`src/verilog/axi_pkg.sv`:
```
// AXI slave port definitions
package axi_pkg;

  // bus widths
  localparam int AXI_ADDR_W = 64;
  localparam int AXI_DATA_W = 64;
  localparam int AXI_ID_W   = 4;

  typedef logic [AXI_ADDR_W-1:0]   axi_addr_t;
  typedef logic [AXI_DATA_W-1:0]   axi_data_t;
  typedef logic [AXI_DATA_W/8-1:0] axi_strb_t;
  typedef logic [AXI_ID_W-1:0]     axi_id_t;
  typedef logic [1:0]              axi_resp_t;

  // response codes
  localparam axi_resp_t RESP_OKAY   = 2'b00;
  localparam axi_resp_t RESP_DECERR = 2'b11;

endpackage

```
`src/verilog/clint_pkg.sv`:
```
// CLINT register map and types
package clint_pkg;

  // register addresses
  localparam axi_pkg::axi_addr_t MSIP_ADDR     = 64'h0000_0000_0200_0000;
  localparam axi_pkg::axi_addr_t MTIMECMP_ADDR = 64'h0000_0000_0200_4000;
  localparam axi_pkg::axi_addr_t MTIME_ADDR    = 64'h0000_0000_0200_BFF8;

  // register contents
  typedef logic [31:0] msip_t;
  typedef logic [63:0] clint_time_t;

  // timer compare comes out of reset well in the future
  localparam clint_time_t MTIMECMP_RST = 64'h0000_0000_0010_0000;

  // interrupt lines to the hart
  localparam int IRQ_SOFT  = 0;
  localparam int IRQ_TIMER = 1;

  typedef logic [1:0] irq_bus_t;

endpackage

```
`src/verilog/clint_axi_read.sv`:
```
// AXI read channel engine
`timescale 1ns/10ps

module clint_axi_read (
  input  logic                clk,
  input  logic                rst,

  input  logic                ar_valid_i,
  output logic                ar_ready_o,
  input  axi_pkg::axi_addr_t  ar_addr_i,
  input  axi_pkg::axi_id_t    ar_id_i,

  output logic                r_valid_o,
  input  logic                r_ready_i,
  output axi_pkg::axi_data_t  r_data_o,
  output axi_pkg::axi_resp_t  r_resp_o,
  output axi_pkg::axi_id_t    r_id_o,
  output logic                r_last_o,

  output axi_pkg::axi_addr_t  rd_addr_o,
  input  axi_pkg::axi_data_t  rd_data_i,
  input  logic                rd_hit_i
);

  typedef enum logic {
    RD_IDLE,
    RD_RESP
  } rd_state_t;

  rd_state_t state_q;

  axi_pkg::axi_data_t data_q;
  axi_pkg::axi_resp_t resp_q;
  axi_pkg::axi_id_t   id_q;

  logic ar_hs;
  logic r_hs;

  assign ar_ready_o = (state_q == RD_IDLE);
  assign r_valid_o  = (state_q == RD_RESP);

  assign ar_hs = ar_valid_i && ar_ready_o;
  assign r_hs  = r_valid_o && r_ready_i;

  // register block decodes the request address directly
  assign rd_addr_o = ar_addr_i;

  always_ff @(posedge clk) begin
    if (rst) begin
      state_q <= RD_IDLE;
    end else begin
      case (state_q)
        RD_IDLE: if (ar_hs) state_q <= RD_RESP;
        RD_RESP: if (r_hs) state_q <= RD_IDLE;
        default: state_q <= RD_IDLE;
      endcase
    end
  end

  // snapshot on the AR edge
  always_ff @(posedge clk) begin
    if (ar_hs) begin
      data_q <= rd_data_i;
      resp_q <= rd_hit_i ? axi_pkg::RESP_OKAY : axi_pkg::RESP_DECERR;
      id_q   <= ar_id_i;
    end
  end

  assign r_data_o = data_q;
  assign r_resp_o = resp_q;
  assign r_id_o   = id_q;
  // single beat, so every beat is the last
  assign r_last_o = r_valid_o;

  r_hold_a: assert property (@(posedge clk) disable iff (rst)
    r_valid_o && !r_ready_i |=> r_valid_o && $stable(r_data_o));

endmodule

```
`src/verilog/clint_axi_write.sv`:
```
// AXI write channel engine
`timescale 1ns/10ps

module clint_axi_write (
  input  logic                clk,
  input  logic                rst,

  input  logic                aw_valid_i,
  output logic                aw_ready_o,
  input  axi_pkg::axi_addr_t  aw_addr_i,
  input  axi_pkg::axi_id_t    aw_id_i,

  input  logic                w_valid_i,
  output logic                w_ready_o,
  input  axi_pkg::axi_data_t  w_data_i,
  input  axi_pkg::axi_strb_t  w_strb_i,
  input  logic                w_last_i,

  output logic                b_valid_o,
  input  logic                b_ready_i,
  output axi_pkg::axi_resp_t  b_resp_o,
  output axi_pkg::axi_id_t    b_id_o,

  output logic                wr_en_o,
  output axi_pkg::axi_addr_t  wr_addr_o,
  output axi_pkg::axi_data_t  wr_data_o,
  output axi_pkg::axi_strb_t  wr_strb_o,
  input  logic                wr_hit_i
);

  typedef enum logic [1:0] {
    WR_IDLE,
    WR_DATA,
    WR_RESP
  } wr_state_t;

  wr_state_t state_q;

  axi_pkg::axi_addr_t addr_q;
  axi_pkg::axi_id_t   id_q;
  axi_pkg::axi_resp_t resp_q;
  logic               hit_q;

  logic aw_hs;
  logic w_hs;
  logic b_hs;
  logic burst_hit;

  assign aw_ready_o = (state_q == WR_IDLE);
  assign w_ready_o  = (state_q == WR_DATA);
  assign b_valid_o  = (state_q == WR_RESP);

  assign aw_hs = aw_valid_i && aw_ready_o;
  assign w_hs  = w_valid_i && w_ready_o;
  assign b_hs  = b_valid_o && b_ready_i;

  always_ff @(posedge clk) begin
    if (rst) begin
      state_q <= WR_IDLE;
    end else begin
      case (state_q)
        WR_IDLE: if (aw_hs) state_q <= WR_DATA;
        WR_DATA: if (w_hs && w_last_i) state_q <= WR_RESP;
        WR_RESP: if (b_hs) state_q <= WR_IDLE;
        default: state_q <= WR_IDLE;
      endcase
    end
  end

  always_ff @(posedge clk) begin
    if (aw_hs) begin
      addr_q <= aw_addr_i;
      id_q   <= aw_id_i;
    end
  end

  // every beat lands on the captured address
  assign wr_en_o   = w_hs;
  assign wr_addr_o = addr_q;
  assign wr_data_o = w_data_i;
  assign wr_strb_o = w_strb_i;

  // okay if any beat of the burst decoded
  assign burst_hit = hit_q || wr_hit_i;

  always_ff @(posedge clk) begin
    if (rst) begin
      hit_q <= 1'b0;
    end else if (aw_hs) begin
      hit_q <= 1'b0;
    end else if (w_hs) begin
      hit_q <= burst_hit;
    end
  end

  // response held until B is taken
  always_ff @(posedge clk) begin
    if (w_hs && w_last_i) begin
      resp_q <= burst_hit ? axi_pkg::RESP_OKAY : axi_pkg::RESP_DECERR;
    end
  end

  assign b_resp_o = resp_q;
  assign b_id_o   = id_q;

  b_hold_a: assert property (@(posedge clk) disable iff (rst)
    b_valid_o && !b_ready_i |=> b_valid_o && $stable(b_resp_o) && $stable(b_id_o));

endmodule

```
`src/verilog/clint_regs.sv`:
```
// CLINT register block
`timescale 1ns/10ps

module clint_regs (
  input  logic                clk,
  input  logic                rst,

  input  axi_pkg::axi_addr_t  rd_addr_i,
  output axi_pkg::axi_data_t  rd_data_o,
  output logic                rd_hit_o,

  input  logic                wr_en_i,
  input  axi_pkg::axi_addr_t  wr_addr_i,
  input  axi_pkg::axi_data_t  wr_data_i,
  input  axi_pkg::axi_strb_t  wr_strb_i,
  output logic                wr_hit_o,

  output clint_pkg::irq_bus_t irq_o
);

  clint_pkg::msip_t       msip_q;
  clint_pkg::clint_time_t mtimecmp_q;
  clint_pkg::clint_time_t mtime_q;

  logic rd_msip;
  logic rd_mtimecmp;
  logic rd_mtime;

  logic hit_msip;
  logic hit_mtimecmp;
  logic hit_mtime;

  logic msip_we;
  logic mtimecmp_we;
  logic mtime_we;

  axi_pkg::axi_data_t wr_mask;

  // keep old bytes where the strobe is clear
  function automatic axi_pkg::axi_data_t merge(input axi_pkg::axi_data_t old_val,
                                               input axi_pkg::axi_data_t new_val,
                                               input axi_pkg::axi_data_t mask);
    merge = (old_val & ~mask) | (new_val & mask);
  endfunction

  // read decode
  assign rd_msip     = (rd_addr_i == clint_pkg::MSIP_ADDR);
  assign rd_mtimecmp = (rd_addr_i == clint_pkg::MTIMECMP_ADDR);
  assign rd_mtime    = (rd_addr_i == clint_pkg::MTIME_ADDR);
  assign rd_hit_o    = rd_msip || rd_mtimecmp || rd_mtime;

  always_comb begin
    rd_data_o = '0;
    if (rd_msip) begin
      // msip is sign extended to the bus width
      rd_data_o = {{32{msip_q[31]}}, msip_q};
    end else if (rd_mtimecmp) begin
      rd_data_o = mtimecmp_q;
    end else if (rd_mtime) begin
      rd_data_o = mtime_q;
    end
  end

  // write decode
  assign hit_msip     = (wr_addr_i == clint_pkg::MSIP_ADDR);
  assign hit_mtimecmp = (wr_addr_i == clint_pkg::MTIMECMP_ADDR);
  assign hit_mtime    = (wr_addr_i == clint_pkg::MTIME_ADDR);
  assign wr_hit_o     = hit_msip || hit_mtimecmp || hit_mtime;

  assign msip_we     = wr_en_i && hit_msip;
  assign mtimecmp_we = wr_en_i && hit_mtimecmp;
  assign mtime_we    = wr_en_i && hit_mtime;

  // byte strobes to bit mask
  always_comb begin
    for (int i = 0; i < axi_pkg::AXI_DATA_W / 8; i++) begin
      wr_mask[8*i +: 8] = {8{wr_strb_i[i]}};
    end
  end

  always_ff @(posedge clk) begin
    if (rst) begin
      msip_q <= '0;
    end else if (msip_we) begin
      msip_q <= (msip_q & ~wr_mask[31:0]) | (wr_data_i[31:0] & wr_mask[31:0]);
    end
  end

  always_ff @(posedge clk) begin
    if (rst) begin
      mtimecmp_q <= clint_pkg::MTIMECMP_RST;
    end else if (mtimecmp_we) begin
      mtimecmp_q <= merge(mtimecmp_q, wr_data_i, wr_mask);
    end
  end

  // free running, a write replaces the increment
  always_ff @(posedge clk) begin
    if (rst) begin
      mtime_q <= '0;
    end else if (mtime_we) begin
      mtime_q <= merge(mtime_q, wr_data_i, wr_mask);
    end else begin
      mtime_q <= mtime_q + 64'd1;
    end
  end

  always_comb begin
    irq_o = '0;
    irq_o[clint_pkg::IRQ_SOFT]  = msip_q[0];
    irq_o[clint_pkg::IRQ_TIMER] = (mtime_q >= mtimecmp_q);
  end

  wr_sel_a: assert property (@(posedge clk) disable iff (rst)
    $onehot0({msip_we, mtimecmp_we, mtime_we}));

endmodule

```
`src/verilog/clint_top.sv`:
```
// CLINT with AXI4 slave port
`timescale 1ns/10ps

module clint_top (
  input  logic                clk,
  input  logic                rst,

  input  logic                aw_valid_i,
  output logic                aw_ready_o,
  input  axi_pkg::axi_addr_t  aw_addr_i,
  input  axi_pkg::axi_id_t    aw_id_i,

  input  logic                w_valid_i,
  output logic                w_ready_o,
  input  axi_pkg::axi_data_t  w_data_i,
  input  axi_pkg::axi_strb_t  w_strb_i,
  input  logic                w_last_i,

  output logic                b_valid_o,
  input  logic                b_ready_i,
  output axi_pkg::axi_resp_t  b_resp_o,
  output axi_pkg::axi_id_t    b_id_o,

  input  logic                ar_valid_i,
  output logic                ar_ready_o,
  input  axi_pkg::axi_addr_t  ar_addr_i,
  input  axi_pkg::axi_id_t    ar_id_i,

  output logic                r_valid_o,
  input  logic                r_ready_i,
  output axi_pkg::axi_data_t  r_data_o,
  output axi_pkg::axi_resp_t  r_resp_o,
  output axi_pkg::axi_id_t    r_id_o,
  output logic                r_last_o,

  output clint_pkg::irq_bus_t irq_o
);

  // read side
  axi_pkg::axi_addr_t rd_addr;
  axi_pkg::axi_data_t rd_data;
  logic               rd_hit;

  // write side
  logic               wr_en;
  axi_pkg::axi_addr_t wr_addr;
  axi_pkg::axi_data_t wr_data;
  axi_pkg::axi_strb_t wr_strb;
  logic               wr_hit;

  clint_axi_read clint_axi_read_inst (
    .clk        (clk),
    .rst        (rst),
    .ar_valid_i (ar_valid_i),
    .ar_ready_o (ar_ready_o),
    .ar_addr_i  (ar_addr_i),
    .ar_id_i    (ar_id_i),
    .r_valid_o  (r_valid_o),
    .r_ready_i  (r_ready_i),
    .r_data_o   (r_data_o),
    .r_resp_o   (r_resp_o),
    .r_id_o     (r_id_o),
    .r_last_o   (r_last_o),
    .rd_addr_o  (rd_addr),
    .rd_data_i  (rd_data),
    .rd_hit_i   (rd_hit)
  );

  clint_axi_write clint_axi_write_inst (
    .clk        (clk),
    .rst        (rst),
    .aw_valid_i (aw_valid_i),
    .aw_ready_o (aw_ready_o),
    .aw_addr_i  (aw_addr_i),
    .aw_id_i    (aw_id_i),
    .w_valid_i  (w_valid_i),
    .w_ready_o  (w_ready_o),
    .w_data_i   (w_data_i),
    .w_strb_i   (w_strb_i),
    .w_last_i   (w_last_i),
    .b_valid_o  (b_valid_o),
    .b_ready_i  (b_ready_i),
    .b_resp_o   (b_resp_o),
    .b_id_o     (b_id_o),
    .wr_en_o    (wr_en),
    .wr_addr_o  (wr_addr),
    .wr_data_o  (wr_data),
    .wr_strb_o  (wr_strb),
    .wr_hit_i   (wr_hit)
  );

  clint_regs clint_regs_inst (
    .clk        (clk),
    .rst        (rst),
    .rd_addr_i  (rd_addr),
    .rd_data_o  (rd_data),
    .rd_hit_o   (rd_hit),
    .wr_en_i    (wr_en),
    .wr_addr_i  (wr_addr),
    .wr_data_i  (wr_data),
    .wr_strb_i  (wr_strb),
    .wr_hit_o   (wr_hit),
    .irq_o      (irq_o)
  );

endmodule
```
`config.mk`:
```
export PLATFORM = sky130hd
export DESIGN_NAME = clint_top
export DESIGN_NICKNAME = d
export VERILOG_FILES = /design/src/verilog/axi_pkg.sv /design/src/verilog/clint_pkg.sv /design/src/verilog/clint_axi_read.sv /design/src/verilog/clint_axi_write.sv /design/src/verilog/clint_regs.sv /design/src/verilog/clint_top.sv
export SDC_FILE = /design/constraint.sdc
export NUM_CORES = 1
export LEC_CHECK = 0
export BUFFER_PORTS_ARGS = -buffer_cell sky130_fd_sc_hd__buf_2
export CORE_AREA = 2 2 211 265
export CTS_BUF_LIST = sky130_fd_sc_hd__clkbuf_16
export DETAILED_ROUTE_END_ITERATION = 8
export DIE_AREA = 0 0 213 267
export GPL_TIMING_DRIVEN = 0
export MAX_ROUTING_LAYER = met4
export PLACE_DENSITY = 0.58
export RECOVER_POWER = 25
export SETUP_SLACK_MARGIN = 0.3
export SLEW_MARGIN = 40
export SYNTH_ARGS = -nofsm -noshare
export SYNTH_HDL_FRONTEND = slang
export SYNTH_HIERARCHICAL = 1
export SYNTH_SLANG_ARGS = --single-unit
export TNS_END_PERCENT = 5
```
`constraint.sdc`:
```
create_clock -name clk -period 4.6 [get_ports clk]
set_clock_uncertainty 0.2 [all_clocks]
set_input_delay 0.46 -clock clk [delete_from_list [all_inputs] [get_ports clk]]
set_output_delay 0.46 -clock clk [all_outputs]
set_load 0.02 [all_outputs]
```
==> Word-level counts from Yosys, hierarchy flattened <==
Cells that the tools add are included.
{ "op_classes": {"eq_ne": 11, "reduce_logical": 17, "n_bitwise": 11, "add_sub_neg": 1, "order_cmp": 1, "muxes": 13} }
{ "op_table": {"columns": ["op", "count"], "rows": [
  ["equality test 64 x 26 -> 1 bit (second input constant)", 6],
  ["2-to-1 mux 64 bit", 4],
  ["AND 64 bit", 3],
  ["OR 64 bit", 2],
  ["adder 64 x 1 -> 64 bit (second input constant)", 1],
  ["AND 32 bit", 2],
  [">= comparator 64 bit", 1],
  ["NOT 64 bit", 1],
  ["NOT 32 bit", 1],
  ["OR 32 bit", 1],
  ["2-to-1 mux 2 bit", 5],
  ["logical AND 1 bit", 9],
  ["!= test 2 bit (second input constant)", 3],
  ["one-hot mux 2 bit (3 select lines)", 1],
  ["logical OR 1 bit", 5],
  ["AND reduction 3 bit", 1],
  ["equality test 2 x 1 -> 1 bit (second input constant)", 1],
  ["equality test 2 bit (second input constant)", 1],
  ["zero test 2 bit", 1],
  ["2-to-1 mux 1 bit", 2],
  ["one-hot mux 1 bit (2 select lines)", 1],
  ["OR reduction 2 bit", 1],
  ["NOT 1 bit", 1]
]} }
{ "word_totals": {"input_bits": 216, "regBits": 304, "output_inout_bits": 84, "wordCells": 66} }

==> Depth between registers and ports, before layout <==
Gate-level depths: netlist of run 1.
{ "logic_depth": {"word_depth": 5, "ltp_mapped": 9, "ltp_nobuf": 8} }

==> Modules after synthesis <==
Netlist of run 1, hierarchy kept.
{ "by_module_without_submodules": {"columns": ["mod", "cells_each", "area_per_inst_um2", "seq_area_each_um2", "n_inst"], "rows": [
  ["clint_regs", 1399, 10775.3, 3203.1, 1],
  ["clint_axi_write", 160, 2780.2, 2132.0, 1],
  ["clint_axi_read", 141, 2617.5, 2092.0, 1]
]} }

==> Worst setup path after synthesis of run 1 <==
OpenSTA, ideal clock, no wires.
{ "synth_path": {"kind": "input to register", "from": "input port ar_valid_i", "to": "register clint_axi_read_inst.state_q, in the netlist clint_axi_read_inst/r_last_o", "path_buffers": 0, "path_slack_ns": 0.359, "t_arrival_ns": 3.970, "required_time_ns": 4.329, "cell_stages": 2, "setup_ns": 0.071, "path_cell_list": "nor2b_1 -> o21ba_2"} }
{ "synth_between": {"elab_chain_len": 3} }
{ "synth_lines": {"columns": ["element", "line_no", "text"], "rows": [
  ["start, declared", "clint_top.sv:24", "input logic ar_valid_i,"],
  ["logical AND 1 bit", "clint_axi_read.sv:42", "assign ar_hs = ar_valid_i && ar_ready_o;"],
  ["2-to-1 mux 1 bit", "clint_axi_read.sv:53", "RD_IDLE: if (ar_hs) state_q <= RD_RESP;"],
  ["one-hot mux 1 bit (2 select lines)", "clint_axi_read.sv:52", "case (state_q)"],
  ["end signal, assigned", "clint_axi_read.sv:53", null],
  ["end signal, assigned", "clint_axi_read.sv:54", "RD_RESP: if (r_hs) state_q <= RD_IDLE;"],
  ["end signal, assigned", "clint_axi_read.sv:55", "default: state_q <= RD_IDLE;"],
  ["end, declared", "clint_axi_read.sv:30", "rd_state_t state_q;"]
]} }
Every way passes these cells.
A chain may end at the register's enable or synchronous reset.

==> flow_metrics.tcl, run 1 <==
set metrics [dict create \
    status "complete, no violations" \
    ys_warn_count 6 \
    final_core_util 0.377 \
    hpwl_microns 42100 \
    ctsResizeCount 0 \
    slowest_delay_ns 0.70 \
    cp-end-kind "register" \
    hold_viol 0 \
    netlist.area_leader.share 0.256 \
    viasPerCell 5.10 \
    maxCapViolations 0 \
    num_vias 14387 \
    fillers 5455 \
    drc 0 \
    grt_pass1_vias 14823 \
    core_area_sq_um 54400 \
    cts.path.max_buffers 3 \
    rsz0062_at_grt "false" \
    synth_edf_count 138 \
    r2r-start "clint_axi_write_inst/wr_addr_o[59]" \
    synthCells 1700 \
    relSlewSlack 0.0178 \
    drtIter0Drc 889 \
    synthMostInstantiatedCell "dfxtp_1" \
    crit_start "clint_axi_write_inst/wr_addr_o[59]" \
    cts.sinks 302 \
    r2r_setup_slack_ns 0.67 \
    place_congestion 0.933 \
    start_util 0.297 \
    cts.clk_slew.worst_paths_ns 0.07 \
    gr-total-overflow 0 \
    die_area_sq_um 56900 \
    synthArstFlopShare 0 \
    grt_max_degree 23 \
    instances_no_fill 2819 \
    grt_pass1_wl_microns 85000 \
    routed_wl_microns 56300 \
    synth_seq_area_share 0.459 \
    yosysUniqueCellTypes 69 \
    crit_required_ns 4.80 \
    io_pins 300 \
    fin_ws_ns 0.666 \
    cts_buffers 34 \
    fp.dieW_microns 213 \
    finalSetupViolations 0 \
    final_max_slew_viol_count 0 \
    cp_top_family "simple AND/OR/NAND/NOR gates" \
    die_h_microns 267 \
    post-route-min-period_ns 3.93 \
    start_kind "register" \
    fmax_mhz 254 \
    synth.largest_area_cell "edfxtp_1" \
    syn_avg_cell_area_sq_um 9.51 \
    post-place-cells 2608 \
    ant_nets 0 \
    p_per_area_nw_per_um2 300 \
    synth-seq-cells 302 \
    syn_to_final_growth_pct 26.7 \
    postCtsSetupBuffers 0 \
    dp_slack_ns 0.727 \
    cts_tree "done" \
    synth_commonest_cells "dfxtp_1, buf_4, edfxtp_1" \
    critical-path-slowest-cell "nor4_2" \
    p_leak_uw 0.00812 \
    hold_path_class "input pin to register" \
    crit_arrival_ns 4.14 \
    synth_fp_nets 1981 \
    yosys-top-cells-area "edfxtp_1, dfxtp_1, mux2i_1" \
    antenna_found_initial 12 \
    wl_per_cell_microns 20.0 \
    drive_gt1_frac 0.184 \
    cp_max_fo 10 \
    cts.root.buffer_cell "clkbuf_16" \
    grt_usage 0.202 \
    port_buffers 163 \
    finalPower_uw 6150 \
    path_cells "nor4_1, nand4_1, nor4_2, clkbuf_1, buf_1, nand3_1, o2111ai_1, o311ai_1" \
    ir_worst_vdd_v 0.000318 \
    htreeDepth 2 \
    nNetsFinal 2329 \
    worst-setup-path-type "register to register" \
    first_pass_iters 6 \
    worst_pin_slew_ns 1.47 \
    syn_area_sq_um 16200 \
    worstSkewPairLatency_ns 0.56 \
    synth_flop_cell "dfxtp_1" \
    rows 96 \
    fin_crit_sh 0.855 \
    hold_start "w_strb_i[5]" \
    path_buf_inv 2 \
]
stage by stage:
stage	area (sq um)	hold WS, ns	TNS [ns]
after CTS	20500	0.00137	0
final	20500	0.0317	0
after global routing	20500	0.0292	0
after global placement	17900	0.256	-135.12
after floorplan	16200	0.245	0
after detailed placement	18100	0.260	0
timing repair:
action                                 CTS  global route
setup endpoints to repair                0             0
endpoints found under the hold margin  189             0
hold buffers                           139             0
logic make-up (layout without fill, tap and decap cells):
logic type               after synthesis  after routing  share of synthesized area
AND/OR/NAND/NOR                      565            565                      0.179
AO/OA/AOI/OAI                        339            339                      0.130
buffers and inverters                304            677                      0.104
flip-flops                           302            302                      0.459
multiplexers                         124            124                     0.0768
adder cells (fa/ha/maj)               65             65                     0.0503
XOR/XNOR                               1              1                   0.000542
other                                  0             11                          0
where the power goes:
| part | switching, uW | total (uW) | internal [uW] |
|---|---|---|---|
| Sequential | 36.5 | 2930 | 2890 |
| Clock | 1170 | 2710 | 1540 |
| Combinational | 269 | 511 | 242 |
area by class of cell:
type	instances	area [sq um]	share of cell area
flip-flops and latches	302	7430	0.362
multi-input cells	1094	7080	0.345
repair buffers	312	2270	0.111
plain buffers	221	1380	0.0672
clock buffers	38	951	0.0464
well taps	735	920	0.0449
inverters	83	312	0.0152
clock inverters	23	135	0.00659
diodes	11	27.5	0.00134
layout by cell type, fill, tap and decap left out, types with 15 or more instances in the layout:
master	instances
a211oi_1	21
a21oi_1	87
a31oi_1	20
and2_1	18
and3_1	16
buf_2	162
buf_4	144
clkbuf_1	75
clkbuf_16	38
dfxtp_1	164
dlygate4sd3_1	139
edfxtp_1	138
ha_1	65
inv_1	89
mux2i_1	123
nand2_1	134
nand3_1	56
nand4_1	53
nor2_1	130
nor3_1	23
nor4_1	53
o211ai_1	17
o21ai_0	107
or3_1	15
tightest hold or removal path: stages:
cell	delay [ns]
buf_4	0.14
nand3_1	0.08
a31oi_1	0.07
worst paths after layout:
check | to | cells past startpoint
worst max-delay path | register | 8
worst min-delay path | register | 3
worst max register to register | register | 8
worst min register to register | register | 2
layer usage:
layer	track usage	part of all wire
met1	0.222	0.39
met2	0.345	0.49
met3	0.0428	0.066
met4	0.0990	0.051
met5	-	0
Power figures use the tool's default switching activity.
==> run 2, diff against run 1 <==
--- a/config.mk
+++ b/config.mk
@@ -12,7 +12,7 @@
 export DIE_AREA = 0 0 213 267
 export GPL_TIMING_DRIVEN = 0
 export MAX_ROUTING_LAYER = met4
-export PLACE_DENSITY = 0.58
+export PLACE_DENSITY = 0.6
 export RECOVER_POWER = 25
 export SETUP_SLACK_MARGIN = 0.3
 export SLEW_MARGIN = 40
==> constraint.sdc (replaced) <==
create_clock -name clk -period 3.46 [get_ports clk]
set_clock_uncertainty 0.2 [all_clocks]
set_input_delay 0.346 -clock clk [delete_from_list [all_inputs] [get_ports clk]]
set_output_delay 0.346 -clock clk [all_outputs]
set_load 0.02 [all_outputs]
==> run 2 against run 1 <==
Count of clock-buffer cells in the layout down 3. Sequential cell count did not move. Combinational power increased by 37%. Critical path type is now register to output port. Largest power group is now the clock network.
==> flow_metrics.tcl, run 2 (synthesis results as in run 1) <==
set metrics [dict create \
    drtIter0Drc 1113 \
    p_per_area_nw_per_um2 408 \
    first_pass_iters 5 \
    cts.clk_slew.worst_paths_ns 0.07 \
    cp.depth 8 \
    worst-setup-path-type "register to output port" \
    crit_arrival_ns 2.74 \
    start_kind "register" \
    place_area_sq_um 18100 \
    finalPower_uw 8570 \
    die_area_sq_um 56900 \
    fin_ws_ns 0.173 \
    cts.path.max_buffers 3 \
    drc 0 \
    hpwl_microns 42300 \
    worst_pin_slew_ns 1.41 \
    post-route-min-period_ns 3.29 \
    grt_pass1_wl_microns 85900 \
    place_congestion 0.946 \
    grt_max_degree 21 \
    cp_max_fo 8 \
    cp_common_cell "o211ai_1" \
    start_util 0.297 \
    core_area_sq_um 54400 \
    hold_start "w_strb_i[0]" \
    maxCapViolations 0 \
    min_path_cells 4 \
    gr-total-overflow 0 \
    path_cells "ha_1, nand4_1, nor3_2, o211ai_1, o211ai_1, a21oi_2, o21ai_2, buf_6" \
    cp_top_family "compound AO/OA/AOI/OAI gates" \
    p_leak_uw 0.00836 \
    finalSetupViolations 0 \
    fin_crit_sh 0.950 \
    hold_viol 0 \
    htreeDepth 2 \
    port_buffers 163 \
    io_pins 300 \
    hold_path_class "input pin to register" \
    cts_tree "done" \
    syn_to_final_growth_pct 29.8 \
    fin_area_sq_um 21000 \
    antenna_found_initial 7 \
    crit_required_ns 2.91 \
    routed_wl_microns 57400 \
    relSlewSlack 0.0611 \
    ant_nets 0 \
    drive_gt1_frac 0.204 \
    final_cell_mix "buf_4, dfxtp_1, dlygate4sd3_1" \
    nNetsFinal 2352 \
    worstSkewPairLatency_ns 0.57 \
    r2r_cells 7 \
    dp_slack_ns -0.371 \
    cts.sinks 302 \
    viasPerCell 5.12 \
    grt_usage 0.205 \
    ir_worst_vdd_v 0.000356 \
    final_max_slew_viol_count 0 \
    rsz0062_at_grt "true" \
    critical-path-slowest-cell "o211ai_1" \
    layout_commonest_cell "buf_4" \
    cts_buffers 35 \
    fmax_mhz 304 \
    num_vias 14537 \
    slowest_delay_ns 0.54 \
    die_h_microns 267 \
    status "complete, no violations" \
    rows 96 \
    path_buf_inv 1 \
    cts.root.buffer_cell "clkbuf_16" \
    fp.dieW_microns 213 \
    fillers 5377 \
    wl_per_cell_microns 20.2 \
    grt_pass1_vias 14788 \
    cp-end-kind "output port" \
]
==> run 2: cell count changes in the layout (fill, tap and decap cells not counted), moves of 4 or more <==
cell and change:
inv_6 +6, nor4_4 +4, clkbuf_2 +6, dfxtp_2 +10, buf_2 -20, bufinv_16 +5, buf_4 +16, dlygate4sd3_1 +12
clkbuf_4 +5, dfxtp_1 -11
==> run 2: area by class of cell <==
type	count	area (sq um)	area share
sequential	302	7440	0.355
multi-input combinational	1094	7210	0.343
timing repair buffer	334	2470	0.118
buffer	221	1420	0.0677
tap	735	920	0.0438
clock buffer	35	876	0.0417
clock inverter	29	320	0.0153
inverter	83	312	0.0148
antenna	8	20.0	0.000954
==> run 2: final timing paths <==
| kind | to | slack (ns) |
|---|---|---|
| worst max-delay path | irq_o[1] | 0.17 |
| worst max register to register | register | 0.24 |
| worst min-delay path | register | 0.17 |
| worst min register to register | register | 0.27 |
==> run 2: power by group <==
| part | total [uW] | switching [uW] | internal [uW] | leakage (uW) |
|---|---|---|---|---|
| sequential | 3900 | 52.3 | 3840 | 0.00267 |
| clock | 3970 | 1650 | 2320 | 0.000593 |
| combinational | 699 | 366 | 334 | 0.00510 |
| total | 8570 | 2070 | 6500 | 0.00836 |
==> run 2: timing repair <==
item	CTS	global route
setup endpoints to repair	158	130
pin swaps	5	11
setup buffers	6	4
resized for setup	35	31
hold endpoints to repair	234	0
hold buffers	151	0
==> run 2: per-layer routing <==
layer  share of wire  GRT usage
met1            0.39      0.226
met2            0.50      0.354
met4           0.048     0.0928
met3           0.069     0.0420
met5               0          -
==> run 2: worst reg2reg max path, cell delays in order (launching register included) <==
cell       delay (ns)
dfxtp_1          0.34
clkbuf_1         0.32
nand3_1          0.28
nor4_2           0.71
nand2_1          0.34
a2111oi_2        0.63
nor3_1           0.10
a211oi_1         0.22
==> run 2: metrics by stage <==
stage          hold WS [ns]  cells  TNS [ns]  utilization
6_report              0.169   2841         0        0.386
5_1_grt               0.179   2840         0        0.386
4_1_cts              0.0272   2829   -0.0952        0.385
3_5_place_dp          0.263   2608    -34.67        0.332
3_3_place_gp          0.256   2598   -228.52        0.329
2_1_floorplan         0.216   1700    -23.18            -
